File: src/atom_timing_pkg.sv
`default_nettype none

package atom_timing_pkg;

   // ==================================================
   // Clock enables
   // ==================================================

   // 25 MHz clocks per 1 us frame
   localparam int div_frame = 25;

   // Turbo speed, CPU enables per frame 1/2/4/8
   typedef enum logic [1:0] {
      turbo_1mhz,
      turbo_2mhz,
      turbo_4mhz,
      turbo_8mhz
   } turbo_t;

   // ==================================================
   // Power-up reset
   // ==================================================

   // Counter runs on CPU enables, about 1 ms at 1 MHz
   localparam int pwr_up_w = 10;

   // ==================================================
   // Cassette
   // ==================================================

   // Enables per tone half-period
   // 16 x 13, close to the original 4 MHz chain
   localparam int cas_div_len = 208;

endpackage

`default_nettype wire

File: src/atom_clock_reset.sv
`timescale 1ns/10ps
`default_nettype none

module atom_clock_reset import atom_timing_pkg::*;
(
   input  wire logic   clk25,
   input  wire logic   reset,
   input  wire turbo_t turbo,
   output logic        cpu_clken,
   output logic        sys_reset
);

   // Frame position, 0 to div_frame-1
   logic [$clog2(div_frame)-1:0] clk_div;
   // Enable slot for the current speed
   logic clken_next;
   // Power-up count of CPU enables
   logic [pwr_up_w-1:0] pwr_up_cnt;
   logic pwr_up_full;

   // ==================================================
   // Clock-enable divider
   // ==================================================

   always_ff @(posedge clk25 or posedge reset)
   begin
      if (reset)
         clk_div <= '0;
      else if (clk_div == div_frame - 1)
         clk_div <= '0;
      else
         clk_div <= clk_div + 1'b1;
   end

   // Pulses evenly spaced over the first 16 clocks
   // Remaining 9 clocks of the frame stay idle
   always_comb
   begin
      clken_next = 1'b0;
      if (clk_div < 16)
      begin
         case (turbo)
            turbo_1mhz: clken_next = (clk_div[3:0] == 4'd0);
            turbo_2mhz: clken_next = (clk_div[2:0] == 3'd0);
            turbo_4mhz: clken_next = (clk_div[1:0] == 2'd0);
            turbo_8mhz: clken_next = (clk_div[0] == 1'b0);
            default:    clken_next = 1'b0;
         endcase
      end
   end

   // Registered so the strobe is glitch free
   always_ff @(posedge clk25 or posedge reset)
   begin
      if (reset)
         cpu_clken <= 1'b0;
      else
         cpu_clken <= clken_next;
   end

   // ==================================================
   // Power-up reset
   // ==================================================

   assign pwr_up_full = &pwr_up_cnt;

   // Counter saturates, sys_reset drops on the enable after full
   always_ff @(posedge clk25 or posedge reset)
   begin
      if (reset)
      begin
         pwr_up_cnt <= '0;
         sys_reset  <= 1'b1;
      end
      else if (cpu_clken)
      begin
         if (!pwr_up_full)
            pwr_up_cnt <= pwr_up_cnt + 1'b1;
         sys_reset <= !pwr_up_full;
      end
   end

endmodule

`default_nettype wire

File: config.mk
export PLATFORM = sky130hd
export DESIGN_NAME = atom_clock_reset
export DESIGN_NICKNAME = d
export VERILOG_FILES = /design/src/atom_timing_pkg.sv /design/src/atom_clock_reset.sv
export SDC_FILE = /design/constraint.sdc
export NUM_CORES = 1
export LEC_CHECK = 0
export ABC_AREA = 1
export BUFFER_PORTS_ARGS = -buffer_cell sky130_fd_sc_hd__buf_2
export CAP_MARGIN = 10
export CORE_MARGIN = 2
export CORE_UTILIZATION = 28
export CTS_BUF_LIST = sky130_fd_sc_hd__clkbuf_2 sky130_fd_sc_hd__clkbuf_4 sky130_fd_sc_hd__clkbuf_8
export DETAILED_ROUTE_END_ITERATION = 10
export PLACE_DENSITY = 0.5
export SLEW_MARGIN = 10
export SYNTH_ARGS = -nofsm -noshare
export SYNTH_HDL_FRONTEND = slang
export SYNTH_SLANG_ARGS = --single-unit
File: constraint.sdc
create_clock -name clk25 -period 1.56 [get_ports clk25]
set_input_delay 0.078 -clock clk25 [delete_from_list [all_inputs] [get_ports clk25]]
set_output_delay 0.078 -clock clk25 [all_outputs]
set_load 0.02 [all_outputs]
After elaboration in Yosys (flattened, before gate mapping)
Cells that the tools add are included.

word-level totals
  flip-flop bits (word level) = 17
  word-level logic and storage cells = 23
  output and inout port bits = 2

cells by class
  reduce and logical (&&, ||, !) cells = 7
  $lt $le $gt $ge = 1
  multiplexer cells = 3
  bitwise logic cells = 2
  add/subtract/negate cells = 2
  eq/ne operators = 4

operators with widths
  operator                                                          number
  10-bit by 1-bit adder with 10-bit output (second input constant)  1
  10-bit AND reduction                                              1
  5-bit by 1-bit adder with 5-bit output (second input constant)    1
  5-bit == test (second input constant)                             1
  5-bit less-than comparator (second input constant)                1
  5-bit two-way mux                                                 1
  2-bit == test (second input constant)                             2
  2-bit zero test                                                   2
  4-bit zero test                                                   1
  1-bit one-hot mux with 4 select lines                             1
  3-bit zero test                                                   1
  2-bit by 1-bit == test with 1-bit output (second input constant)  1
  1-bit inverter                                                    2
  2-bit AND reduction                                               1
  1-bit zero test                                                   1
  1-bit two-way mux                                                 1

Logic depth before layout (Yosys ltp)
  word-level depth = 3
  gate-level depth with buffers = 8

Least setup slack after synthesis
OpenSTA, ideal clock, no wires.

  path type = register to register
  start point = reg pwr_up_cnt[0]
  end point = reg pwr_up_cnt[2]
  arrival = 1.139 ns
  required time = 1.495 ns
  period minus slack after synthesis = 1.203 ns
  cell stages (with the launch flop) = 7
  path buffers = 0
  setup slack = 0.357 ns
  cell sequence = dfrtp_1 ha_1 nand2_2 nor2_4 a21oi_2 nand2_1 nand2_1

on the way
  cells in the longest elaborated chain, start to end = 3
  elaborated cells between the ends (all ways) = 4

ends and longest elaborated chain
  element                                                                           line                    text
  from (decl)                                                                       atom_clock_reset.sv:18  logic [pwr_up_w-1:0] pwr_up_cnt;
  from (signal assigned)                                                            atom_clock_reset.sv:78  pwr_up_cnt <= pwr_up_cnt + 1'b1;
  branches (longest 3 deep; another with 10-bit by 1-bit adder with 10-bit output)  --

Several ways; the timed one is not identified.
A chain may end at the register's enable or synchronous reset.

Worst setup path in the final report
  start point = reg pwr_up_cnt[0]
  end point = reg pwr_up_cnt[0]

Same word-level chain as after synthesis.

==> flow_metrics.tcl <==
set metrics [dict create \
    status "complete, no violations" \
    synth_area_um2 961 \
    critPathCaptureType "flip-flop" \
    p_leak_uw 0.000612 \
    htree_num_levels 1 \
    overflow 0 \
    cts-resized-gates 0 \
    mostFrequentLayoutCells "nand2_1 (44), inv_1 (22), dfrtp_1 (16), nand3_1 (10), nor2_1 (6)" \
    worst_clock_skew_on_the_final_layout_ns 0.00318 \
    antenna_violating_nets_post_route 0 \
    floorplan.die.width_um 62.6 \
    drc 0 \
    wl_mm 1.87 \
    setup_total_negative_slack_ns 0 \
    area_of_the_die_um2 3920 \
    final_period_minus_worst_setup_slack_ns 1.38 \
    wl_per_cell_um 10.3 \
    synth.ff_latch_count 17 \
    required_ns 1.80 \
    n_antenna_cell 0 \
    synth_sequential_area_ratio_pct 44.4 \
    met2WireLength_um 917 \
    highest_metal_layer_with_signal_wires "met4" \
    clock_latency_ns 0.29 \
    min_path_type "input port to flip-flop" \
    period_share_pct 88.5 \
    clk_root_buffer_cell "clkbuf_4" \
    p_total_uw 936 \
    dieHeight_um 62.6 \
    port_buffers 5 \
    synth.avg_cell_area_um2 7.63 \
    slew_headroom_pct 53.9 \
    ir_worst_vdd_uv 419 \
    placed_cells_incl_taps 177 \
    syn-num-nets 133 \
    grt_use_total_pct 10.8 \
    synth_cells 126 \
    critPathLaunchType "flip-flop" \
    worstSetupPathType "flip-flop to flip-flop" \
    routabilityCongestion 0.788 \
    grt_first_pass_wirelength_mm 3.38 \
    met3WireLength_um 28 \
    layout_commonest_cell "nand2_1" \
    synth_cell_type_count 21 \
    path_clk_slew_ns 0.10 \
    first_global_vias 778 \
    standard_cell_core_area_um2 3310 \
    final_cells 182 \
    avgViaCountPerCell 4.33 \
    overall_via_count_from_detail_route 788 \
    cp_data_arrival_time_ns 1.62 \
    ff2ff_setup_slack_ns 0.18 \
    num-nets-final 144 \
    post_dp_cell_area_um2 1040 \
    final_hold_violation_count 0 \
    drive_gt1_share_pct 13.2 \
    fillCellCount 380 \
    final_design_area_no_fill_um2 1080 \
    cap_violations 0 \
    grt_start_max_net_pins 18 \
    rsz0062_at_grt "no" \
    antenna_violations_before_repair 0 \
    synthToLayoutAreaGrowth_pct 12.5 \
    worst_slew_pin_slew_ns 0.690 \
    cts.sink_count 17 \
    initial_core_util_pct 29.0 \
    slew_violations 0 \
    maximum_root_to_sink_buffer_count 2 \
    clock.fmax_ghz 0.725 \
    drt-met1-wl_um 904 \
    drt_iter0_drc 16 \
    power.density_cell_area_nw_per_um2 866 \
    detailedRoute.firstPassIterationCount 4 \
    yosys_warnings 0 \
    dp_hpwl_mm 1.40 \
    tritoncts "yes" \
    cts_inserted_buffers 3 \
    critPathMaxFanout 6 \
    post_placement_setup_slack_ns 0.196 \
    core.rowCount 21 \
    final_critical_path_setup_slack_ns 0.180 \
    pin_count 6 \
    finalSetupViolCount 0 \
]
==> registers in the layout, summed over array words and instances (netlist names) <==
name        cells
clk_div         5
cpu_clken       1
pwr_up_cnt     10
sys_reset       1
==> cell families (layout without fill, tap and decap cells) <==
| logic type | count (synthesis) | count (layout) | synth area share, % |
|---|---|---|---|
| and+or+nand+nor | 73 | 73 | 35.4 |
| AOI/OAI and AO/OA | 8 | 8 | 4.82 |
| xor gates and xnor gates | 2 | 2 | 1.82 |
| buffers and inverters | 22 | 32 | 8.59 |
| DFF | 17 | 17 | 44.4 |
| adders and majority gates | 3 | 3 | 3.91 |
| muxes | 1 | 1 | 1.04 |
==> what timing repair did <==
item	4_1_cts	5_1_grt
setup buffers	0	0
endpoints found under the hold margin	16	0
hold buffers	1	0
==> report_power, final <==
group	switching (uW)	internal [uW]	total, uW
clock	147	95.3	243
sequential	61.9	491	553
combinational	83.7	56.7	140
total	293	643	936
==> per-stage QoR <==
stage	hold WS [ns]	utilization [%]
2_1_floorplan	0.00334	-
3_3_place_gp	0.207	31.5
3_5_place_dp	0.223	31.5
4_1_cts	0.0878	32.7
5_1_grt	0.0958	32.7
6_report	0.105	32.7
==> critical path, cell delays in order, from the launching register on <==
cell,delay [ns]
dfrtp_1,0.44
ha_1,0.25
nand2_2,0.15
nor2_4,0.06
a21oi_2,0.26
nand2_1,0.09
nand2_1,0.07
==> worst paths after layout <==
kind,endpoint,start,cells past startpoint
setup / recovery,pwr_up_cnt[0],pwr_up_cnt[0],6
hold / removal,cpu_clken,turbo[1],4
setup reg to reg,pwr_up_cnt[0],pwr_up_cnt[0],6
hold reg to reg,sys_reset,sys_reset,2
max in group asynchronous,cpu_clken,reset,3
min in group asynchronous,pwr_up_cnt[4],reset,3
==> final cells by class <==
class | count | area (um2) | area share (%)
Timing Repair Buffer | 6 | 35.0 | 3.24
Clock inverter | 1 | 5.00 | 0.463
Tap cell | 46 | 57.6 | 5.32
Sequential cell | 17 | 427 | 39.5
Clock buffer | 3 | 22.5 | 2.08
Inverter | 22 | 82.6 | 7.64
Multi-Input combinational cell | 87 | 452 | 41.8
==> layer usage <==
layer / GRT usage, % / vias to the layer above
met5: 0 / -
li1: - / 408
met3: 1.62 / 2
met4: 5.83 / 0
met2: 18.4 / 3
met1: 13.1 / 375
==> synthesized netlist by cell type <==
library cell,count,area share (%)
nand4_1,3,2.0
a21oi_2,1,0.91
nand2_4,2,2.3
nor2_4,2,2.3
nand2_1,44,17
nor3_1,1,0.52
nor2_2,1,0.65
mux2i_1,1,1.0
nand3b_1,2,1.6
ha_1,3,3.9
inv_1,22,8.6
xor2_1,2,1.8
nor2_1,6,2.3
a21oi_1,3,1.6
o211ai_1,1,0.78
or2_2,1,0.65
o21ai_0,3,1.6
dfrtp_1,16,42
dfstp_2,1,2.7
nand3_1,10,5.2
nand2_2,1,0.65
(Power assumes the default switching activity.)
