[config.mk]
export PLATFORM = sky130hd
export DESIGN_NAME = atom_pia
export DESIGN_NICKNAME = d
export VERILOG_FILES = /design/src/atom_timing_pkg.sv /design/src/atom_map_pkg.sv /design/src/atom_pia.sv
export SDC_FILE = /design/constraint.sdc
export NUM_CORES = 1
export LEC_CHECK = 0
export ABC_AREA = 1
export BUFFER_PORTS_ARGS = -buffer_cell sky130_fd_sc_hd__buf_4
export CAP_MARGIN = 40
export CORE_AREA = 2 2 50 76
export CTS_CLUSTER_SIZE = 14
export DETAILED_ROUTE_END_ITERATION = 16
export DIE_AREA = 0 0 52 78
export PLACE_DENSITY = 0.67
export SLEW_MARGIN = 40
export SYNTH_ARGS = -nofsm -noshare
export SYNTH_HDL_FRONTEND = slang
export SYNTH_SLANG_ARGS = --single-unit
[constraint.sdc]
create_clock -name clk25 -period 1.2 [get_ports clk25]
set_clock_uncertainty 0.2 [all_clocks]
set_input_delay 0.24 -clock clk25 [delete_from_list [all_inputs] [get_ports clk25]]
set_output_delay 0.24 -clock clk25 [all_outputs]
set_load 0.02 [all_outputs]
[src/atom_timing_pkg.sv]
`default_nettype none

package atom_timing_pkg;

   // ==================================================
   // Clock enables
   // ==================================================

   // 25 MHz clocks per 1 us frame
   localparam int div_frame = 25;

   // Turbo speed, CPU enables per frame 1/2/4/8
   typedef enum logic [1:0] {
      turbo_1mhz,
      turbo_2mhz,
      turbo_4mhz,
      turbo_8mhz
   } turbo_t;

   // ==================================================
   // Power-up reset
   // ==================================================

   // Counter runs on CPU enables, about 1 ms at 1 MHz
   localparam int pwr_up_w = 10;

   // ==================================================
   // Cassette
   // ==================================================

   // Enables per tone half-period
   // 16 x 13, close to the original 4 MHz chain
   localparam int cas_div_len = 208;

endpackage

`default_nettype wire

[src/atom_map_pkg.sv]
`default_nettype none

package atom_map_pkg;

   // ==================================================
   // Bus and memory widths
   // ==================================================

   // CPU bus address
   localparam int addr_w = 16;
   // External SRAM, 256 KB
   localparam int ram_addr_w = 18;
   // Video RAM, 8 KB
   localparam int vid_addr_w = 13;

   // ==================================================
   // Memory map
   // ==================================================

   // Bus regions, in decode priority order
   typedef enum logic [2:0] {
      region_ram,        // Everything not listed below
      region_vid,        // 8000-97FF
      region_rom,        // A000-AFFF and C000-FFFF
      region_pia,        // B000-B00F
      region_blank,      // B400-B40F, reads zero
      region_rom_latch   // BFFF
   } bus_region_t;

   // 8255 register select, address bits 1..0
   typedef enum logic [1:0] {
      pia_port_a,
      pia_port_b,
      pia_port_c,
      pia_port_ctrl
   } pia_port_t;

   // Lock flag lives in bit 5 of zero page E7
   localparam logic [addr_w-1:0] lock_addr = 16'h00e7;
   localparam int lock_bit = 5;

   // Top bits of a paged ROM address in SRAM
   localparam logic [2:0] rom_page_prefix = 3'b010;

endpackage

`default_nettype wire
[src/atom_pia.sv]
`timescale 1ns/10ps
`default_nettype none

module atom_pia import atom_map_pkg::*, atom_timing_pkg::*;
(
   input  wire logic      clk25,
   input  wire logic      reset,
   input  wire logic      sys_reset,
   input  wire logic      cpu_clken,
   input  wire logic      pia_sel,
   input  wire pia_port_t port_sel,
   input  wire logic [7:0] wdata,
   input  wire logic      rnw,
   input  wire logic [7:0] kbd_pb,
   input  wire logic      rept_n,
   input  wire logic      cas_in,
   input  wire logic      fs_n,
   output logic [7:0]     pia_rdata,
   output logic [3:0]     kbd_row,
   output logic           an_g,
   output logic [2:0]     gm,
   output logic           css,
   output logic           cas_out,
   output logic           sound
);

   // Port A output latch, port C low nibble latch
   logic [7:0] pa_r;
   logic [3:0] pc_r;
   // Cassette tone divider and square wave
   logic [$clog2(cas_div_len)-1:0] cas_div;
   logic cas_tone;

   // ==================================================
   // Port registers
   // ==================================================

   // Fixed directions: A out, B in, C low out and C high in
   always_ff @(posedge clk25 or posedge reset)
   begin
      if (reset)
      begin
         pa_r <= 8'h00;
         pc_r <= 4'h0;
      end
      else if (sys_reset)
      begin
         pa_r <= 8'h00;
         pc_r <= 4'h0;
      end
      else if (cpu_clken && pia_sel && !rnw)
      begin
         case (port_sel)
            pia_port_a: pa_r <= wdata;
            pia_port_c: pc_r <= wdata[3:0];
            // Bit set/reset form only, mode words ignored
            pia_port_ctrl:
               if (!wdata[7])
                  pc_r[wdata[2:1]] <= wdata[0];
            default: ;
         endcase
      end
   end

   // Read back
   always_comb
   begin
      case (port_sel)
         pia_port_a: pia_rdata = pa_r;
         pia_port_b: pia_rdata = kbd_pb;
         pia_port_c: pia_rdata = {fs_n, rept_n, cas_in, cas_tone, pc_r};
         default:    pia_rdata = 8'h00;
      endcase
   end

   // ==================================================
   // Cassette tone
   // ==================================================

   // Roughly 2.4 kHz at 1 MHz
   always_ff @(posedge clk25 or posedge reset)
   begin
      if (reset)
      begin
         cas_div  <= '0;
         cas_tone <= 1'b0;
      end
      else if (cpu_clken)
      begin
         if (cas_div == cas_div_len - 1)
         begin
            cas_div  <= '0;
            cas_tone <= !cas_tone;
         end
         else
            cas_div <= cas_div + 1'b1;
      end
   end

   // Keyboard row select and display mode
   assign kbd_row = pa_r[3:0];
   assign an_g    = pa_r[4];
   assign gm      = pa_r[7:5];

   // PC0 enables output, PC1 high gates in the tone
   assign cas_out = pc_r[0] && (!cas_tone || !pc_r[1]);
   assign sound   = pc_r[2];
   assign css     = pc_r[3];

endmodule

`default_nettype wire

# Yosys cells after proc, flatten, opt, wreduce, memory -nomap -nowiden
# Index checks and enable logic that the tools add are counted.
# classes
mux	12
n_reduce_logical	15
n_lt_le_gt_ge	2
add_sub_neg	1
n_eq_ne	5
# op_table
operator	count
8-bit 2-to-1 mux	4
8-bit case mux with 3 select lines	1
4-bit 2-to-1 mux	3
8-bit by 1-bit adder with 8-bit output, second input constant	1
8-bit equality test, second input constant	1
4-bit case mux with 2 select lines	1
4-bit bitwise mux	1
2-bit equality test, second input constant	2
1-bit logical AND	4
2-bit AND reduction	2
2-bit nonzero test	2
1-bit logical NOT	3
2-bit by 3-bit less-than comparator with 1-bit output, second input constant	1
3-bit != test, second input constant	1
3-bit AND reduction	1
3-bit nonzero test	1
1-bit demux with 2-bit select	1
2-bit by 1-bit equality test with 1-bit output, second input constant	1
2-bit by 1-bit greater-or-equal comparator with 1-bit output, second input constant	1
2-bit logical NOT	1
1-bit logical OR	1
1-bit 2-to-1 mux	1
# word_totals
elab_cells	39
ff_bits	21
in_bits	27
output_inout_bits	19

# Longest topological paths before layout
# depth
ltp_word	9
depth_mapped	8
depth_no_buf	7

# Worst setup path after synthesis
# Ideal clock, no wire load.
# synth_timing
path_type	register to register
startpoint	register cas_div[0]
endpoint	register cas_div[4]
synth_period_minus_slack_ns	1.299
setup_ns	0.119
t_arrival_ns	0.980
required_time_ns	0.881
n_path_buf	0
stages_incl_launch_ff	7
setup_slack_ns	-0.099
cell_sequence	dfrtp_1 ha_1 nand2_1 nor3_1 nand2_2 inv_2 nor2_1
# synth_between
elab_chain_len	2
word_cells_on_any_way	3
classes_between	add/sub: 1; eq/ne: 1; mux: 1
# synth_lines
item	line_no	text
from (decl)	atom_pia.sv:31	logic [$clog2(cas_div_len)-1:0] cas_div;
from (signal assigned)	atom_pia.sv:96	cas_div <= cas_div + 1'b1;
8-bit by 1-bit adder with 8-bit output / 8-bit equality test (equally long branches)	atom_pia.sv:96, atom_pia.sv:90	
8-bit 2-to-1 mux (*)	atom_pia.sv:90	if (cas_div == cas_div_len - 1)
# Mark *: on every way between the ends. The rest lies on a longest branch, timed or not.
# A chain may end at the register's enable or synchronous reset.

# Final worst setup path
# layout_timing
startpoint	register cas_tone
endpoint	output port pia_rdata[4]
# layout_between
elab_chain_len	1
# layout_lines
item	line_no	text
from (decl)	atom_pia.sv:32	logic cas_tone;
from (signal assigned)	atom_pia.sv:93	cas_tone <= !cas_tone;
8-bit case mux with 3 select lines	atom_pia.sv:68	case (port_sel)
to (decl)	atom_pia.sv:18	output logic [7:0] pia_rdata,
# No other way between the ends.

==> results.cfg <==
[power]
comb_power_share = 0.423
switchingPower_mw = 0.8622
internal-power_mw = 1.665
p_clk_frac = 0.180
powerDensity_mw_per_mm2 = 1138
power_frac_seq = 0.397
leakagePower_nw = 1.228
ir_drop_mv = 0.7940
switching_share = 0.3412

[worst_setup_path]
path_max_fanout = 3
arrival_ns = 1.00
start_kind = register
reg2reg_from = cas_div[0]
crit_path_end_kind = output port
reg2reg_depth = 7
worstPathRequired_ns = 0.76
rrSetupSlack_ns = -0.19
crit_type = reg2out
worstReg2RegEnd = cas_tone

[yosys]
synth.area.mux_share = 0
yosys.cell_count.top_type = nand2_1
yosysTopAreaCellShare = 0.4015
syn-cell-area_mm2 = 0.001309
async_flop_share = 1.000
syn_inst = 187
synth_area_leaders = dfrtp_1 (40%), nand2_1 (22%), nand3_1 (8.8%)
synth-xor-area-share = 0.02677
avgSynthCellArea_um2 = 6.999
yosysWarnings = 0
synthAdderAreaFrac = 0.009560
yosysTopAreaCell = dfrtp_1
ys_types = 22
synth_nets = 215
yosys.area_share.simple = 0.4187
ys.flop_type = dfrtp_1
ys_top_cells_by_count = nand2_1 (76), nand3_1 (23), dfrtp_1 (21)
ys_seq_area_frac = 0.4015
synth_compound_area_frac = 0.06214
synth_edf_count = 0
ys_ff_latch = 21
synth_top_family_by_area = simple AND/OR/NAND/NOR gates

[timing]
slew_violations = 0
fmax_mhz = 692.7
rsz0062_at_grt = yes
tightestPinTransition_ns = 0.2840
holdWs_ns = 0.03360
maxSlewHeadroom = 0.8107
fin_crit_ns = 1.444
finalSetupViolations = 26
period_share = 1.203
fin_ws_ns = -0.2437
hold_violations = 0

[min_path]
min_path_type = in2reg
holdPathStages = 3
hp-start = wdata[7]
min_to = pa_r[7]

[cells_and_area]
finalNetCount = 305
syn_to_final_growth_pct = 69.69
diodes = 0
nFillCells = 293
final_util = 0.6628
drive_gt1_frac = 0.4420
fin_cells = 318

[die]
dieArea_mm2 = 0.004056
ioPinCount = 46
die_w_um = 52
fp-row-count = 26
core_mm2 = 0.003351
start_util = 0.3906
die_h_um = 78

[routing]
drt-wirelength-per-cell_um = 12.11
drt_iter0_drc = 17
first_pass_iters = 4
ant_nets = 0
vias_per_cell = 4.748
vias = 1510
drc = 0
routed_wirelength_um = 3850

[global_routing]
grt_pass1_vias = 1451
antenna_found_initial = 0
grt_start_max_net_pins = 22
track_usage = 0.2035
grt_pass1_wl_um = 6444
grt_overflow = 0

[run_status]
status = finished, violations left
failed_checks = setup timing

[place]
placed_cells = 296
hpwl_um = 2764
gp_congestion = 0.8341
portBuffers = 45

[clock_network]
clkLatencyLatePin_ns = 0.25
cts_tree = yes
cts_made_buffers = 3
htreeDepth = 1
clockRootBuffer = clkbuf_8
clkSlewWorstSetupHoldPaths_ns = 0.07
cts_buffer_depth = 2
cts_num_sinks = 21

[flow_run]
cap_violations = 0
[worst max-delay path, cell delays in order (launching register included)]
cell,delay (ns)
dfrtp_1,0.37
inv_1,0.06
o211ai_1,0.15
buf_4,0.17
[power groups by stage]
stage | clock, mW | sequential, mW | combinational, mW
after detailed placement | 0 | 0.997 | 0.896
after global placement | 0 | 0.991 | 0.890
after global routing | 0.515 | 1.03 | 1.19
final | 0.456 | 1.00 | 1.07
after CTS | 0.465 | 0.986 | 1.01
after floorplan | 0 | 1.00 | 0.465
[cells in the final DEF (no fill, tap or decap), drive strengths merged]
cell and n:
nor2 16, nand2 82, xor2 2, o21ai 6
dlygate4sd3 5, nor3 2, clkbuf 4, inv 21
nand3 23, dfrtp 21, buf 83, o211ai 2
ha 1, xnor2 2, nand3b 1, a21oi 5
[flip-flops by register name, summed over array words and instances (netlist names)]
name / cells
cas_div: 8
pa_r: 8
pc_r: 4
cas_tone: 1
[layer usage]
metal | up-vias | GRT usage | routed length [um] | part of all wire
met5 | - | 0 | 0 | 0
met4 | 0 | 0.05000 | 37 | 0.0096
met3 | 4 | 0.01923 | 118 | 0.031
met2 | 27 | 0.3671 | 2156 | 0.56
met1 | 720 | 0.2503 | 1538 | 0.40
li1 | 759 | - | - | -
[cell families after synthesis]
family                   Yosys count
AO/OA/AOI/OAI                     13
AND/OR/NAND/NOR                  124
XOR/XNOR                           4
adder cells (fa/ha/maj)            1
buffers and inverters             24
flip-flops                        21
[stage by stage]
step / setup TNS, ns / setup WS (ns) / total power [mW] / area (um2)
finish: -4.184 / -0.2437 / 2.527 / 2221
global route: -5.700 / -0.3369 / 2.733 / 2221
CTS: -3.763 / -0.2726 / 2.463 / 2155
detailed placement: -4.746 / -0.3523 / 1.893 / 1869
global placement: -4.332 / -0.3382 / 1.881 / 1869
floorplan: -0.2978 / -0.04935 / 1.467 / 1319
[layout make-up]
class                           instances  area, um2  area share
Multi-Input combinational cell        142      742.0      0.3341
Sequential cell                        21      526.8      0.2372
Inverter                               21      83.83     0.03775
Clock buffer                            4      45.04     0.02028
Timing Repair Buffer                   88      770.7      0.3470
Tap cell                               42      52.55     0.02366
[worst max path at each step]
stage                           start           end  slack, ns  cells after the start
after global placement    port_sel[1]  pia_rdata[0]      -0.34                      7
after detailed placement  port_sel[1]  pia_rdata[0]      -0.35                      7
after floorplan            cas_div[0]    cas_div[4]      -0.05                      6
after global routing         cas_tone  pia_rdata[4]      -0.34                      3
after CTS                     pc_r[0]  pia_rdata[0]      -0.27                      3
final                        cas_tone  pia_rdata[4]      -0.24                      3
[repair_timing]
item,4_1_cts,5_1_grt
hold endpoints to repair,25,0
hold buffers,5,0
setup buffers,9,4
endpoints found under the setup margin,26,27
pin swaps,14,12
gates resized for setup,36,9
(Power assumes the default switching activity.)
