===== src/atom_map_pkg.sv =====
`default_nettype none

package atom_map_pkg;

   // ==================================================
   // Bus and memory widths
   // ==================================================

   // CPU bus address
   localparam int addr_w = 16;
   // External SRAM, 256 KB
   localparam int ram_addr_w = 18;
   // Video RAM, 8 KB
   localparam int vid_addr_w = 13;

   // ==================================================
   // Memory map
   // ==================================================

   // Bus regions, in decode priority order
   typedef enum logic [2:0] {
      region_ram,        // Everything not listed below
      region_vid,        // 8000-97FF
      region_rom,        // A000-AFFF and C000-FFFF
      region_pia,        // B000-B00F
      region_blank,      // B400-B40F, reads zero
      region_rom_latch   // BFFF
   } bus_region_t;

   // 8255 register select, address bits 1..0
   typedef enum logic [1:0] {
      pia_port_a,
      pia_port_b,
      pia_port_c,
      pia_port_ctrl
   } pia_port_t;

   // Lock flag lives in bit 5 of zero page E7
   localparam logic [addr_w-1:0] lock_addr = 16'h00e7;
   localparam int lock_bit = 5;

   // Top bits of a paged ROM address in SRAM
   localparam logic [2:0] rom_page_prefix = 3'b010;

endpackage

`default_nettype wire

===== src/atom_bus_decode.sv =====
`timescale 1ns/10ps
`default_nettype none

module atom_bus_decode import atom_map_pkg::*;
(
   input  wire logic              clk25,
   input  wire logic              reset,
   input  wire logic              sys_reset,
   input  wire logic              cpu_clken,
   input  wire logic [addr_w-1:0] address,
   input  wire logic [7:0]        wdata,
   input  wire logic              rnw,
   input  wire logic [7:0]        pia_rdata,
   input  wire logic [7:0]        vid_rdata,
   input  wire logic [7:0]        ext_rdata,
   output bus_region_t            region,
   output logic [ram_addr_w-1:0]  ram_addr,
   output logic                   ram_we,
   output logic [7:0]             rdata,
   output logic                   lock
);

   // Paged ROM latch at BFFF, low 3 bits pick the A000 page
   logic [7:0] rom_latch;
   // A000-AFFF window into the paged ROM
   logic paged_rom;
   // Write strobe for this bus cycle
   logic wr_stb;

   // ==================================================
   // Region decode
   // ==================================================

   // Exact matches first, then the wide ranges
   always_comb
   begin
      if (address == 16'hbfff)
         region = region_rom_latch;
      else if (address[15:4] == 12'hb00)
         region = region_pia;
      else if (address[15:4] == 12'hb40)
         region = region_blank;
      else if (address[15:12] == 4'h8 || address[15:11] == 5'b10010)
         region = region_vid;
      else if (address[15:12] == 4'ha || address[15:14] == 2'b11)
         region = region_rom;
      else
         region = region_ram;
   end

   assign paged_rom = (address[15:12] == 4'ha);
   assign wr_stb    = cpu_clken && !rnw;

   // ==================================================
   // ROM latch and lock snoop
   // ==================================================

   always_ff @(posedge clk25 or posedge reset)
   begin
      if (reset)
         rom_latch <= 8'h00;
      else if (sys_reset)
         rom_latch <= 8'h00;
      else if (wr_stb && region == region_rom_latch)
         rom_latch <= wdata;
   end

   // OS keeps its lock flag in zero page, mirrored out as a level
   always_ff @(posedge clk25 or posedge reset)
   begin
      if (reset)
         lock <= 1'b0;
      else if (sys_reset)
         lock <= 1'b0;
      else if (wr_stb && address == lock_addr)
         lock <= wdata[lock_bit];
   end

   // ==================================================
   // External SRAM
   // ==================================================

   // Paged window maps to 32 KB of ROM images above 64 KB
   assign ram_addr = paged_rom ?
                     {rom_page_prefix, rom_latch[2:0], address[11:0]} :
                     {2'b00, address};

   // ROM space is write protected
   assign ram_we = wr_stb && (region != region_rom);

   // ==================================================
   // Read data multiplexer
   // ==================================================

   always_comb
   begin
      case (region)
         region_vid:       rdata = vid_rdata;
         region_pia:       rdata = pia_rdata;
         region_blank:     rdata = 8'h00;
         region_rom_latch: rdata = rom_latch;
         default:          rdata = ext_rdata;
      endcase
   end

endmodule

`default_nettype wire


===== config.mk =====
export PLATFORM = sky130hd
export DESIGN_NAME = atom_bus_decode
export DESIGN_NICKNAME = d
export VERILOG_FILES = /design/src/atom_map_pkg.sv /design/src/atom_bus_decode.sv
export SDC_FILE = /design/constraint.sdc
export NUM_CORES = 1
export LEC_CHECK = 0
export CAP_MARGIN = 30
export CORE_ASPECT_RATIO = 1.25
export CORE_UTILIZATION = 25
export CTS_BUF_LIST = sky130_fd_sc_hd__clkbuf_16
export CTS_CLUSTER_SIZE = 40
export DETAILED_ROUTE_END_ITERATION = 10
export DONT_BUFFER_PORTS = 1
export MAX_ROUTING_LAYER = met4
export PLACE_DENSITY = 0.44
export SLEW_MARGIN = 40
export SYNTH_ARGS = -nofsm -noshare
export SYNTH_HDL_FRONTEND = slang
export SYNTH_SLANG_ARGS = --single-unit
export TNS_END_PERCENT = 20

===== constraint.sdc =====
create_clock -name clk25 -period 1.9 [get_ports clk25]
set_clock_uncertainty 0.15 [all_clocks]
set_input_delay 0.285 -clock clk25 [delete_from_list [all_inputs] [get_ports clk25]]
set_output_delay 0.285 -clock clk25 [all_outputs]
set_load 0.01 [all_outputs]

After elaboration in Yosys (flattened, before gate mapping):

Index checks and enable logic that the tools add are counted.

* equal/unequal tests: 13
* multiplexer cells: 11
* reductions and logical operators: 9

Operator list (count)
* $pmux 8 s4: 1
* $eq 12x12->1 const B: 2
* $mux 17: 1
* $eq 16x16->1 const B: 1
* $eq 16x8->1 const B: 1
* $mux 8: 2
* $mux 3: 3
* $eq 4x4->1 const B: 2
* $eq 3x3->1 const B: 2
* $eq 5x5->1 const B: 1
* $logic_and 1x1->1: 4
* $mux 2: 2
* $reduce_bool 2->1: 2
* $eq 3x1->1 const B: 1
* $eq 3x2->1 const B: 1
* $ne 3x2->1 const B: 1
* $eq 2x2->1 const B: 1
* $logic_or 1x1->1: 2
* $mux 1: 2
* $logic_not 1->1: 1

* register bits: 9
* bits of input ports: 53
* output and inout port bits: 31

Depth between registers and ports, before layout:

Gate-level depths: netlist of run 1.

* word-level depth: 11
* depth in mapped cells: 6
* mapped depth without buffers: 5

Worst setup path after synthesis of run 1:

No wires, ideal clock.

* kind: input port to output port
* start: input port address[8]
* end: output port rdata[0]
* data arrival time: 1.571 ns
* required time: 1.465 ns
* slack: -0.106 ns
* stages: 5
* path buffers: 0
* cells stage by stage: nand3_1 or4_4 a21boi_4 nor3_4 a221oi_2

* word-level cells in the longest chain between the ends: 6

RTL lines
* from (decl): RTL line atom_bus_decode.sv:10 `input wire logic [addr_w-1:0] address,`
* $eq 12x12->1: RTL line atom_bus_decode.sv:41 `else if (address[15:4] == 12'hb40)`
* $mux 3: RTL line atom_bus_decode.sv:41
* $mux 3: RTL line atom_bus_decode.sv:39 `else if (address[15:4] == 12'hb00)`
* $mux 3 (*): RTL line atom_bus_decode.sv:37 `if (address == 16'hbfff)`
* net region[2]: RTL line atom_bus_decode.sv:16 `output bus_region_t region,`
* $eq 3x3->1, or another cell as far along: RTL line atom_bus_decode.sv:97 `case (region)`
* $pmux 8 s4 (*): RTL line atom_bus_decode.sv:97
* to (decl): RTL line atom_bus_decode.sv:19 `output logic [7:0] rdata,`

Mark *: on every way through the listed nets, which the timed path passes. The rest lies on a longest branch.

Final worst setup path of run 1:

* start: input port address[14]
* end: output port rdata[6]

* word-level cells in the longest chain between the ends: 9

RTL lines
* $eq 4x4->1 or $eq 2x2->1 (tied branches): RTL line atom_bus_decode.sv:45 `else if (address[15:12] == 4'ha || address[15:14] == 2'b11)`
* $logic_or 1x1->1: RTL line atom_bus_decode.sv:45
* $mux 2: RTL line atom_bus_decode.sv:45
* $mux 2: RTL line atom_bus_decode.sv:43 `else if (address[15:12] == 4'h8 || address[15:11] == 5'b10010)`
* $mux 3: RTL line atom_bus_decode.sv:41
* $mux 3: RTL line atom_bus_decode.sv:39
* $mux 3 (*): RTL line atom_bus_decode.sv:37
* $eq 3x3->1, or another cell as far along: RTL line atom_bus_decode.sv:97
* $pmux 8 s4 (*): RTL line atom_bus_decode.sv:97

Mark *: on every way between the ends. The rest lies on a longest branch, timed or not.

==> flow_summary_export.csv, run 1 <==
group,metric,value,unit
status,outcome,"finished, violations left",
status,failing_checks,"setup timing",
logic_synthesis,yosysWarnings,0,
critical_path,worstReg2RegStart,"lock$_DFFE_PP0P_",
power_and_ir_drop,total_power,0.664,mW
logic_synthesis,yosys-top-cells-count,"sky130_fd_sc_hd__nor2_1, sky130_fd_sc_hd__buf_4, sky130_fd_sc_hd__dfrtp_1, sky130_fd_sc_hd__inv_1, sky130_fd_sc_hd__mux2i_1",
power_and_ir_drop,power_density,539,nW/µm²
logic_synthesis,synth.avg_cell_area,8.46,µm²
clock_tree,cts_sinks,9,
logic_synthesis,synth-async-reset-ratio,1.00,
die,core_region_area,3820,µm²
layout,final-instance-count-excl-fill,172,
sta,setup_repair_after_global_routing_missed_its_margin,"yes",
logic_synthesis,flip_flop_and_latch_count_after_synthesis,9,
clock_tree,max-clock-path-buffers,2,
power_and_ir_drop,worst_ir_drop_vdd,736,µV
layout,final_net_count,172,
placed_design,finalWeightedCongestion,0.709,
global_routing,grt_antenna_before_repair,0,
placed_design,place_hpwl,2240,µm
placed_design,dpl.cell_count,165,
sta,worst_slew_pin_slew,556,ps
layout,antenna_cells_inserted,0,
global_routing,grt_max_degree,12,
global_routing,grt_use_met1,0.128,
route,post_route_ant_nets,0,
job,maxCapViolations,0,
route,route.detailed.drc,0,
critical_path,cpPeakStageDelay,350,ps
sta,min_tclk_post_route,1980,ps
global_routing,gr-max-usage-layer,"met2",
sta,period_share,1.04,
critical_path,critical_path.max_fanout,8,
route,detailedRoute.firstIterationViolations,9,
clock_tree,clk-insertion-delay-late,230,ps
clock_tree,clock_root_buffer_master,"sky130_fd_sc_hd__clkbuf_16",
global_routing,global_route.usage.total,0.119,
route,vias_per_cell,4.96,
min_path,min_from,"wdata[4]",
logic_synthesis,synth.most_common_cell,"sky130_fd_sc_hd__nor2_1",
die,rows,25,
die,ioPinCount,84,
global_routing,first_global_vias,845,
critical_path,critical_path.startpoint_type,"input port",
placed_design,portBuffers,0,
logic_synthesis,total_nets_after_synthesis,172,
sta,fmax,504,MHz
sta,worst_slew_margin_rel,0.628,
logic_synthesis,synth_area,1010,µm²
layout,finalCoreUtilization,0.323,
sta,final-max-slew-violation-count,0,
logic_synthesis,top_cell_type_by_total_area_after_synthesis,"sky130_fd_sc_hd__dfrtp_1",
route,wl_per_cell,15.5,µm
die,die_height,73.0,µm
logic_synthesis,yosysTopAreaCellShare,0.224,
layout,flow.area_growth_from_synthesis,22.2,%
die,initial_utilization,0.264,
die,die_area,4290,µm²
clock_tree,htree_levels,1,
sta,final.hold.worst_slack,61.1,ps
logic_synthesis,cells_taking_the_most_area_after_synthesis,"sky130_fd_sc_hd__dfrtp_1, sky130_fd_sc_hd__a221oi_2, sky130_fd_sc_hd__buf_4",
power_and_ir_drop,cellLeakagePower,0.555,nW
global_routing,globalRouteMet2Util,0.227,
sta,report.final.setup_viol,8,
critical_path,path_class,"in -> out",
clock_tree,numCtsBuffers,3,
route,via_count,853,
global_routing,grt-ovfl-total,0,
logic_synthesis,synth.distinct_cells,37,
global_routing,grt_first_pass_wirelength,3770,µm
critical_path,worstPathCellList,"and3b_4, and3_4, a21boi_4, or2_1, buf_12, a221oi_2",
critical_path,worstPathArrival,1550,ps
route,route.final.wire_length,2660,µm
clock_tree,cts.clk_slew.worst_paths,40,ps
logic_synthesis,synth_flop_cell,"sky130_fd_sc_hd__dfrtp_1",
logic_synthesis,synth.yosys.seq_area_share,0.224,
critical_path,endpoint_class_of_the_critical_path,"output port",
route,firstDrtPassIters,4,
critical_path,slowest_stage,"sky130_fd_sc_hd__a221oi_2",
die,fp.dieW,58.8,µm
logic_synthesis,synth-edff-count,0,
logic_synthesis,synthCells,119,
sta,setup-tns-final,-419,ps
clock_tree,cts_tree,"done",
critical_path,critical_path_required,1460,ps
sta,layout_setup_ws,-83.1,ps
layout,drive_gt1_frac,0.356,
min_path,hold_path_class,"in -> reg",
critical_path,crit_path_start,"address[14]",
sta,timing_hold_violations_final,0,
global_routing,met3_track_demand_over_resource,0.0142,
layer usage:
metal	routed length, µm	part of all wire	vias up
met5	0	0	-
met4	8	0.0030	0
met3	208	0.078	2
met2	1480	0.55	41
met1	968	0.36	402
li1	-	-	408
where the power goes:
part	switching (mW)	total (mW)	internal, mW
logic	0.0547	0.109	0.0539
registers	0.000000665	0.193	0.193
clock network	0.0858	0.363	0.277
total	0.141	0.664	0.523
registers in the layout, summed over array words and instances, names as in the netlist:
name       count
rom_latch      8
lock           1
kinds of logic after synthesis:
logic type,Yosys count,synth area share
other,1,0.00372
multiplexers,9,0.0894
buffers and inverters,29,0.170
AO/OA/AOI/OAI,24,0.245
AND/OR/NAND/NOR,47,0.268
flip-flops,9,0.224
area by class of cell:
type	instances	area, µm²
clock inverter	1	5.00
sequential	9	225
multi-input combinational	81	694
tap	54	67.6
clock buffer	3	75.1
timing repair buffer	15	130
fill	418	2580
inverter	9	33.8
critical path: cells and delay by family:
family | cells | cell delay, ps
AND/OR/NAND/NOR | 3 | 610
buffers and inverters | 1 | 160
AO/OA/AOI/OAI | 2 | 500
repair_timing:
| action | CTS | global route |
|---|---|---|
| buffers inserted | 1 | 0 |
| gates resized for setup | 9 | 6 |
| hold endpoints to repair | 18 | 0 |
| hold buffers | 2 | 0 |
| pin swaps | 5 | 6 |
| endpoints found under the setup margin | 11 | 17 |
per-stage QoR:
stage               cell area, µm²  worst slack, ps
floorplan                     1010            -61.7
global placement              1040             -187
detailed placement            1040             -287
CTS                           1190             -116
global route                  1230             -149
finish                        1230            -83.1
cells in the final DEF (no fill, tap or decap), types with 2 or more instances in the layout:
master	n
sky130_fd_sc_hd__o21ai_0	2
sky130_fd_sc_hd__a22oi_1	8
sky130_fd_sc_hd__a221oi_2	6
sky130_fd_sc_hd__nand4_1	2
sky130_fd_sc_hd__inv_1	9
sky130_fd_sc_hd__a221oi_4	2
sky130_fd_sc_hd__nor2_1	20
sky130_fd_sc_hd__nand2_2	2
sky130_fd_sc_hd__clkbuf_16	3
sky130_fd_sc_hd__nor2b_1	3
sky130_fd_sc_hd__dfrtp_1	9
sky130_fd_sc_hd__buf_4	12
sky130_fd_sc_hd__nor3_4	2
sky130_fd_sc_hd__dlygate4sd3_1	2
sky130_fd_sc_hd__mux2i_1	9
path summary, 6_finish.rpt:
kind	to	slack (ps)	cells past startpoint
min reg2reg	rom_latch[6]$_DFFE_PP0P_	380	2
min	rom_latch[4]$_DFFE_PP0P_	60	2
max reg2reg	lock$_DFFE_PP0P_	1010	2
min in group asynchronous	lock$_DFFE_PP0P_	310	2
max	rdata[6]	-80	6
max in group asynchronous	rom_latch[6]$_DFFE_PP0P_	1040	2
Power figures use the tool's default switching activity.
==> inputs of run 2 (changes only) <==
--- a/config.mk
+++ b/config.mk
@@ -6,6 +6,8 @@
 export NUM_CORES = 1
 export LEC_CHECK = 0
 export CAP_MARGIN = 30
+export CELL_PAD_IN_SITES_DETAIL_PLACEMENT = 2
+export CELL_PAD_IN_SITES_GLOBAL_PLACEMENT = 2
 export CORE_ASPECT_RATIO = 1.25
 export CORE_UTILIZATION = 25
 export CTS_BUF_LIST = sky130_fd_sc_hd__clkbuf_16
@@ -13,7 +15,8 @@
 export DETAILED_ROUTE_END_ITERATION = 10
 export DONT_BUFFER_PORTS = 1
 export MAX_ROUTING_LAYER = met4
-export PLACE_DENSITY = 0.44
+export PLACE_DENSITY = 0.71
+export REMOVE_ABC_BUFFERS = 1
 export SLEW_MARGIN = 40
 export SYNTH_ARGS = -nofsm -noshare
 export SYNTH_HDL_FRONTEND = slang
==> run 2 against run 1 <==
The flow still finishes with violations (setup timing). Fmax up 0.19%. Clock power about the same. Worst hold slack about the same. Via count up 4.9%. Global-route usage up 3.6 points. Combinational power about the same. Total power about the same. Worst setup slack better by 3.8 ps. Die area unchanged. Sequential power about the same. Register-to-register slack worse by 70 ps. Critical endpoint is now rdata[7].
==> flow_summary_export.csv, run 2 (synthesis gave the netlist of run 1 again) <==
group,metric,value,unit
clock_tree,cts_sinks,9,
die,rows,25,
critical_path,critical_path_required,1460,ps
die,fp.dieW,58.8,µm
die,die_height,73.0,µm
layout,layout_top_registers,"rom_latch: 8 flops, lock: 1 flops",
critical_path,critical_path.max_fanout,8,
die,die_area,4290,µm²
min_path,hold_path_class,"in -> reg",
layout,flow.area_growth_from_synthesis,23.6,%
clock_tree,max-clock-path-buffers,2,
die,ioPinCount,84,
critical_path,worst-r2r-setup-slack,940,ps
power_and_ir_drop,total_power,0.663,mW
sta,period_share,1.04,
placed_design,finalWeightedCongestion,0.757,
power_and_ir_drop,worst_ir_drop_vdd,607,µV
clock_tree,clock_root_buffer_master,"sky130_fd_sc_hd__clkbuf_16",
sta,fmax,505,MHz
global_routing,grt_first_pass_wirelength,4800,µm
layout,number_of_flip_flops_in_the_largest_register,8,
layout,drive_gt1_frac,0.358,
route,route.final.wire_length,3160,µm
global_routing,grt_antenna_before_repair,0,
min_path,hold_depth,2,
route,vias_per_cell,5.14,
global_routing,grt_max_degree,12,
sta,setup_repair_after_global_routing_missed_its_margin,"yes",
sta,worst_slew_margin_rel,0.618,
clock_tree,clk-insertion-delay-late,230,ps
route,route.detailed.drc,0,
status,failing_checks,"setup timing",
clock_tree,numCtsBuffers,3,
layout,final_net_count,174,
route,post_route_ant_nets,0,
job,maxCapViolations,0,
sta,setup-tns-final,-519,ps
critical_path,path_class,"in -> out",
min_path,worst_hold_path_ep,"rom_latch[1]$_DFFE_PP0P_",
clock_tree,cts_tree,"done",
critical_path,worst-r2r-cell-count,2,
sta,final-max-slew-violation-count,0,
placed_design,post-place-ws,-209,ps
sta,final.hold.worst_slack,61.3,ps
layout,layout.cells.most_common_list,"sky130_fd_sc_hd__nor2_1, sky130_fd_sc_hd__buf_4, sky130_fd_sc_hd__inv_1",
layout,largest_register,"rom_latch",
sta,report.final.setup_viol,8,
clock_tree,htree_levels,1,
layout,antenna_cells_inserted,0,
critical_path,slowest_stage,"sky130_fd_sc_hd__or4_4",
route,detailedRoute.firstIterationViolations,10,
power_and_ir_drop,power_density,533,nW/µm²
status,outcome,"finished, violations left",
die,initial_utilization,0.264,
placed_design,portBuffers,0,
sta,layout_setup_ws,-79.3,ps
power_and_ir_drop,cellLeakagePower,0.560,nW
placed_design,place_hpwl,2630,µm
critical_path,cpLargestDelayFamily,"simple AND/OR/NAND/NOR gates",
critical_path,worstReg2RegStart,"rom_latch[0]$_DFFE_PP0P_",
die,core_region_area,3820,µm²
global_routing,grt-ovfl-total,0,
critical_path,critical_path.startpoint_type,"input port",
critical_path,worstPathArrival,1540,ps
sta,timing_hold_violations_final,0,
route,wl_per_cell,18.1,µm
critical_path,rr_endpoint,"rom_latch[0]$_DFFE_PP0P_",
critical_path,endpoint_class_of_the_critical_path,"output port",
global_routing,first_global_vias,962,
clock_tree,cts.clk_slew.worst_paths,40,ps
layout,most_common_cell_after_layout_fill_and_taps_aside,"sky130_fd_sc_hd__nor2_1",
route,via_count,895,
critical_path,critical_path_buf_inv_count,0,
route,firstDrtPassIters,4,
sta,min_tclk_post_route,1980,ps
critical_path,worstPathCellList,"nand2_8, or4_4, a21boi_4, nor3_4, a221oi_2",
critical_path,cpPeakStageDelay,540,ps
sta,worst_slew_pin_slew,572,ps
global_routing,global_route.usage.total,0.154,
min_path,min_from,"wdata[1]",
==> run 2: changes by cell type in the layout (fill, tap and decap cells not counted) <==
cell	change
sky130_fd_sc_hd__clkinv_2	-1
sky130_fd_sc_hd__and3_4	+1
sky130_fd_sc_hd__buf_12	-1
sky130_fd_sc_hd__nand2_4	-1
sky130_fd_sc_hd__buf_4	+3
sky130_fd_sc_hd__and3_2	-1
sky130_fd_sc_hd__inv_1	+1
sky130_fd_sc_hd__nand2_8	+1
==> run 2: layout make-up <==
type                    instances  area (µm²)
flip-flops and latches          9         225
fillers                       440        2570
clock buffers                   3        75.1
clock inverters                 1        3.75
inverters                       9        33.8
multi-input cells              81         707
repair buffers                 17         133
well taps                      54        67.6
==> run 2: timing repair <==
| action | 4_1_cts | 5_1_grt |
|---|---|---|
| hold buffers | 2 | 0 |
| hold endpoints to repair | 18 | 0 |
| gates resized for setup | 14 | 3 |
| setup endpoints to repair | 9 | 12 |
| pin swaps | 11 | 1 |
| buffers inserted | 2 | 0 |
==> run 2: through the flow <==
step,area (µm²),std cells,util
6_report,1240,174,0.326
5_1_grt,1240,174,0.326
4_1_cts,1220,174,0.319
3_5_place_dp,1030,166,0.271
3_3_place_gp,1030,166,0.271
2_1_floorplan,870,99,-
==> run 2: metal layers <==
layer | track usage | vias up | part of all wire | wire length [µm]
li1 | - | 414 | - | -
met1 | 0.165 | 439 | 0.38 | 1200
met2 | 0.283 | 38 | 0.56 | 1760
met3 | 0.0337 | 4 | 0.051 | 161
met4 | 0.0397 | 0 | 0.0098 | 31
met5 | - | - | 0 | 0
==> run 2: worst max path at each step <==
stage | start | to | depth (start not counted)
3_3_place_gp | address[14] | rdata[6] | 5
3_5_place_dp | address[4] | rdata[3] | 5
2_1_floorplan | address[14] | rdata[6] | 4
5_1_grt | address[11] | rdata[7] | 5
4_1_cts | address[11] | rdata[3] | 5
6_report | address[11] | rdata[7] | 5
==> run 2: power by group <==
group / total [mW] / switching (mW) / internal (mW)
registers: 0.193 / 0.000000690 / 0.193
clock network: 0.360 / 0.0853 / 0.274
logic: 0.111 / 0.0563 / 0.0547
==> inputs of run 3 (changes only) <==
--- a/config.mk
+++ b/config.mk
@@ -9,13 +9,13 @@
 export CELL_PAD_IN_SITES_DETAIL_PLACEMENT = 2
 export CELL_PAD_IN_SITES_GLOBAL_PLACEMENT = 2
 export CORE_ASPECT_RATIO = 1.25
-export CORE_UTILIZATION = 25
+export CORE_UTILIZATION = 31
 export CTS_BUF_LIST = sky130_fd_sc_hd__clkbuf_16
 export CTS_CLUSTER_SIZE = 40
 export DETAILED_ROUTE_END_ITERATION = 10
 export DONT_BUFFER_PORTS = 1
 export MAX_ROUTING_LAYER = met4
-export PLACE_DENSITY = 0.71
+export PLACE_DENSITY = 0.84
 export REMOVE_ABC_BUFFERS = 1
 export SLEW_MARGIN = 40
 export SYNTH_ARGS = -nofsm -noshare
==> run 3 against run 2 <==
The flow still finishes with violations (setup timing). Critical path depth increased by 1. First-iteration DRC count up 120%. Combinational power decreased by 5%. Sequential share of layout area is 1.1 points higher. Routed wire length rose by 2.4%. Final cell count is 13% lower. Via count shrank 0.34%. Critical endpoint unchanged. Largest power group unchanged.
==> flow_summary_export.csv, run 3 (synthesis gave the netlist of run 1 again) <==
group,metric,value,unit
status,outcome,"finished, violations left",
status,failing_checks,"setup timing",
route,via_count,892,
sta,report.final.setup_viol,8,
sta,worst_slew_pin_slew,572,ps
critical_path,cpLargestDelayFamily,"simple AND/OR/NAND/NOR gates",
power_and_ir_drop,power_density,570,nW/µm²
critical_path,endpoint_class_of_the_critical_path,"output port",
clock_tree,cts_sinks,9,
die,initial_utilization,0.333,
die,die_height,65.7,µm
placed_design,dpl.cell_count,146,
power_and_ir_drop,cellInternalPower,0.517,mW
layout,nFillCells,354,
layout,antenna_cells_inserted,0,
power_and_ir_drop,switchingPower,0.153,mW
layout,drive_gt1_frac,0.319,
placed_design,dpl_cell_area,997,µm²
critical_path,crit_path_start,"address[14]",
power_and_ir_drop,pwr-share-seq,0.287,
placed_design,finalWeightedCongestion,0.725,
sta,setup-tns-final,-510,ps
global_routing,first_global_vias,948,
job,maxCapViolations,0,
route,route.final.wire_length,3230,µm
sta,fmax,505,MHz
layout,final-instance-count-excl-fill,152,
clock_tree,numCtsBuffers,3,
global_routing,grt_first_pass_wirelength,4850,µm
power_and_ir_drop,clock_power_share,0.557,
clock_tree,cts.clk_slew.worst_paths,40,ps
critical_path,worstReg2RegStart,"lock$_DFFE_PP0P_",
die,rows,22,
global_routing,global_route.usage.total,0.196,
clock_tree,clk-insertion-delay-late,240,ps
placed_design,place_hpwl,2500,µm
route,detailedRoute.firstIterationViolations,22,
layout,layout.cells.most_common_list,"sky130_fd_sc_hd__nor2_1, sky130_fd_sc_hd__buf_4, sky130_fd_sc_hd__inv_1",
layout,largest_register,"rom_latch",
clock_tree,clock_root_buffer_master,"sky130_fd_sc_hd__clkbuf_16",
clock_tree,htree_levels,1,
critical_path,critical_path.max_fanout,6,
layout,most_common_cell_after_layout_fill_and_taps_aside,"sky130_fd_sc_hd__nor2_1",
die,fp.dieW,53.0,µm
layout,final_net_count,170,
critical_path,slowest_stage,"sky130_fd_sc_hd__a221oi_2",
sta,setup_repair_after_global_routing_missed_its_margin,"yes",
power_and_ir_drop,cellLeakagePower,0.539,nW
layout,number_of_flip_flops_in_the_largest_register,8,
clock_tree,max-clock-path-buffers,2,
critical_path,worstPathCellList,"and3b_4, and3_4, a21boi_4, or2_1, buf_4, a221oi_2",
layout,flow.area_growth_from_synthesis,16.8,%
power_and_ir_drop,worst_ir_drop_vdd,646,µV
route,route.detailed.drc,0,
critical_path,worst-r2r-setup-slack,970,ps
global_routing,grt_antenna_before_repair,0,
min_path,hold_path_class,"in -> reg",
sta,final-max-slew-violation-count,0,
power_and_ir_drop,net_sw_frac,0.229,
route,firstDrtPassIters,4,
die,die_area,3480,µm²
critical_path,critical_path_buf_inv_count,1,
layout,total_area_of_multi_input_combinational_cells,691,µm²
critical_path,critical_path_required,1460,ps
layout,layout_top_registers,"rom_latch: 8 flops, lock: 1 flops",
critical_path,worstPathArrival,1550,ps
power_and_ir_drop,power.combinational.fraction,0.156,
critical_path,critical_path.startpoint_type,"input port",
min_path,min_from,"wdata[6]",
route,wl_per_cell,21.3,µm
layout,finalCoreUtilization,0.388,
critical_path,path_class,"in -> out",
global_routing,grt-ovfl-total,0,
critical_path,cpPeakStageDelay,330,ps
die,core_region_area,3030,µm²
global_routing,grt_max_degree,12,
route,vias_per_cell,5.87,
sta,layout_setup_ws,-80.8,ps
die,ioPinCount,84,
clock_tree,cts_tree,"done",
sta,timing_hold_violations_final,0,
placed_design,portBuffers,0,
sta,min_tclk_post_route,1980,ps
sta,period_share,1.04,
route,post_route_ant_nets,0,
layout,seqCellArea,225,µm²
layout,design_area,1180,µm²
sta,worst_slew_margin_rel,0.617,
## run 3: worst reg2reg max path, cell delays in order (launching register included)
cell and delay [ps]:
sky130_fd_sc_hd__dfrtp_1 420, sky130_fd_sc_hd__mux2i_1 170, sky130_fd_sc_hd__nor2_1 60
## run 3: repair_timing
item	CTS	global route
hold endpoints to repair	18	0
setup endpoints to repair	10	8
buffers inserted	0	0
gates resized for setup	12	2
pin swaps	9	3
hold buffers	2	0
## run 3: layout make-up
type	count	area share
clock buffer	3	0.0638
clock inverter	1	0.00319
inverter	9	0.0287
multi-input combinational	81	0.587
sequential	9	0.191
tap	36	0.0383
timing repair buffer	13	0.0872
## run 3: path summary, 6_finish.rpt
kind / end / cells past startpoint
worst max-delay path: rdata[7] / 6
worst min register to register: rom_latch[6]$_DFFE_PP0P_ / 2
min in group asynchronous: lock$_DFFE_PP0P_ / 2
worst max register to register: lock$_DFFE_PP0P_ / 2
worst min-delay path: rom_latch[6]$_DFFE_PP0P_ / 2
max in group asynchronous: rom_latch[4]$_DFFE_PP0P_ / 2
## run 3: power groups by stage
stage / Clock, mW / Sequential (mW) / Combinational (mW)
2_1_floorplan: 0 / 0.195 / 0.0702
3_3_place_gp: 0 / 0.195 / 0.0865
3_5_place_dp: 0 / 0.195 / 0.0895
4_1_cts: 0.380 / 0.193 / 0.102
5_1_grt: 0.386 / 0.192 / 0.113
6_report: 0.373 / 0.193 / 0.105
## run 3: through the flow
step,setup slack (ps),hold slack (ps),total power [mW]
after floorplan,-398,-37.1,0.265
after global placement,-156,-5.47,0.282
after detailed placement,-336,10.9,0.285
after CTS,-74.9,66.5,0.675
after global routing,-132,78.2,0.692
final,-80.8,55.0,0.671
## run 3: metal layers
metal / GRT usage / wire (µm) / part of all wire / up-vias
met2: 0.358 / 1850 / 0.57 / 36
met5: - / 0 / 0 / -
li1: - / - / - / 406
met4: 0.0691 / 51 / 0.016 / 0
met3: 0.0255 / 149 / 0.046 / 4
met1: 0.212 / 1180 / 0.36 / 446
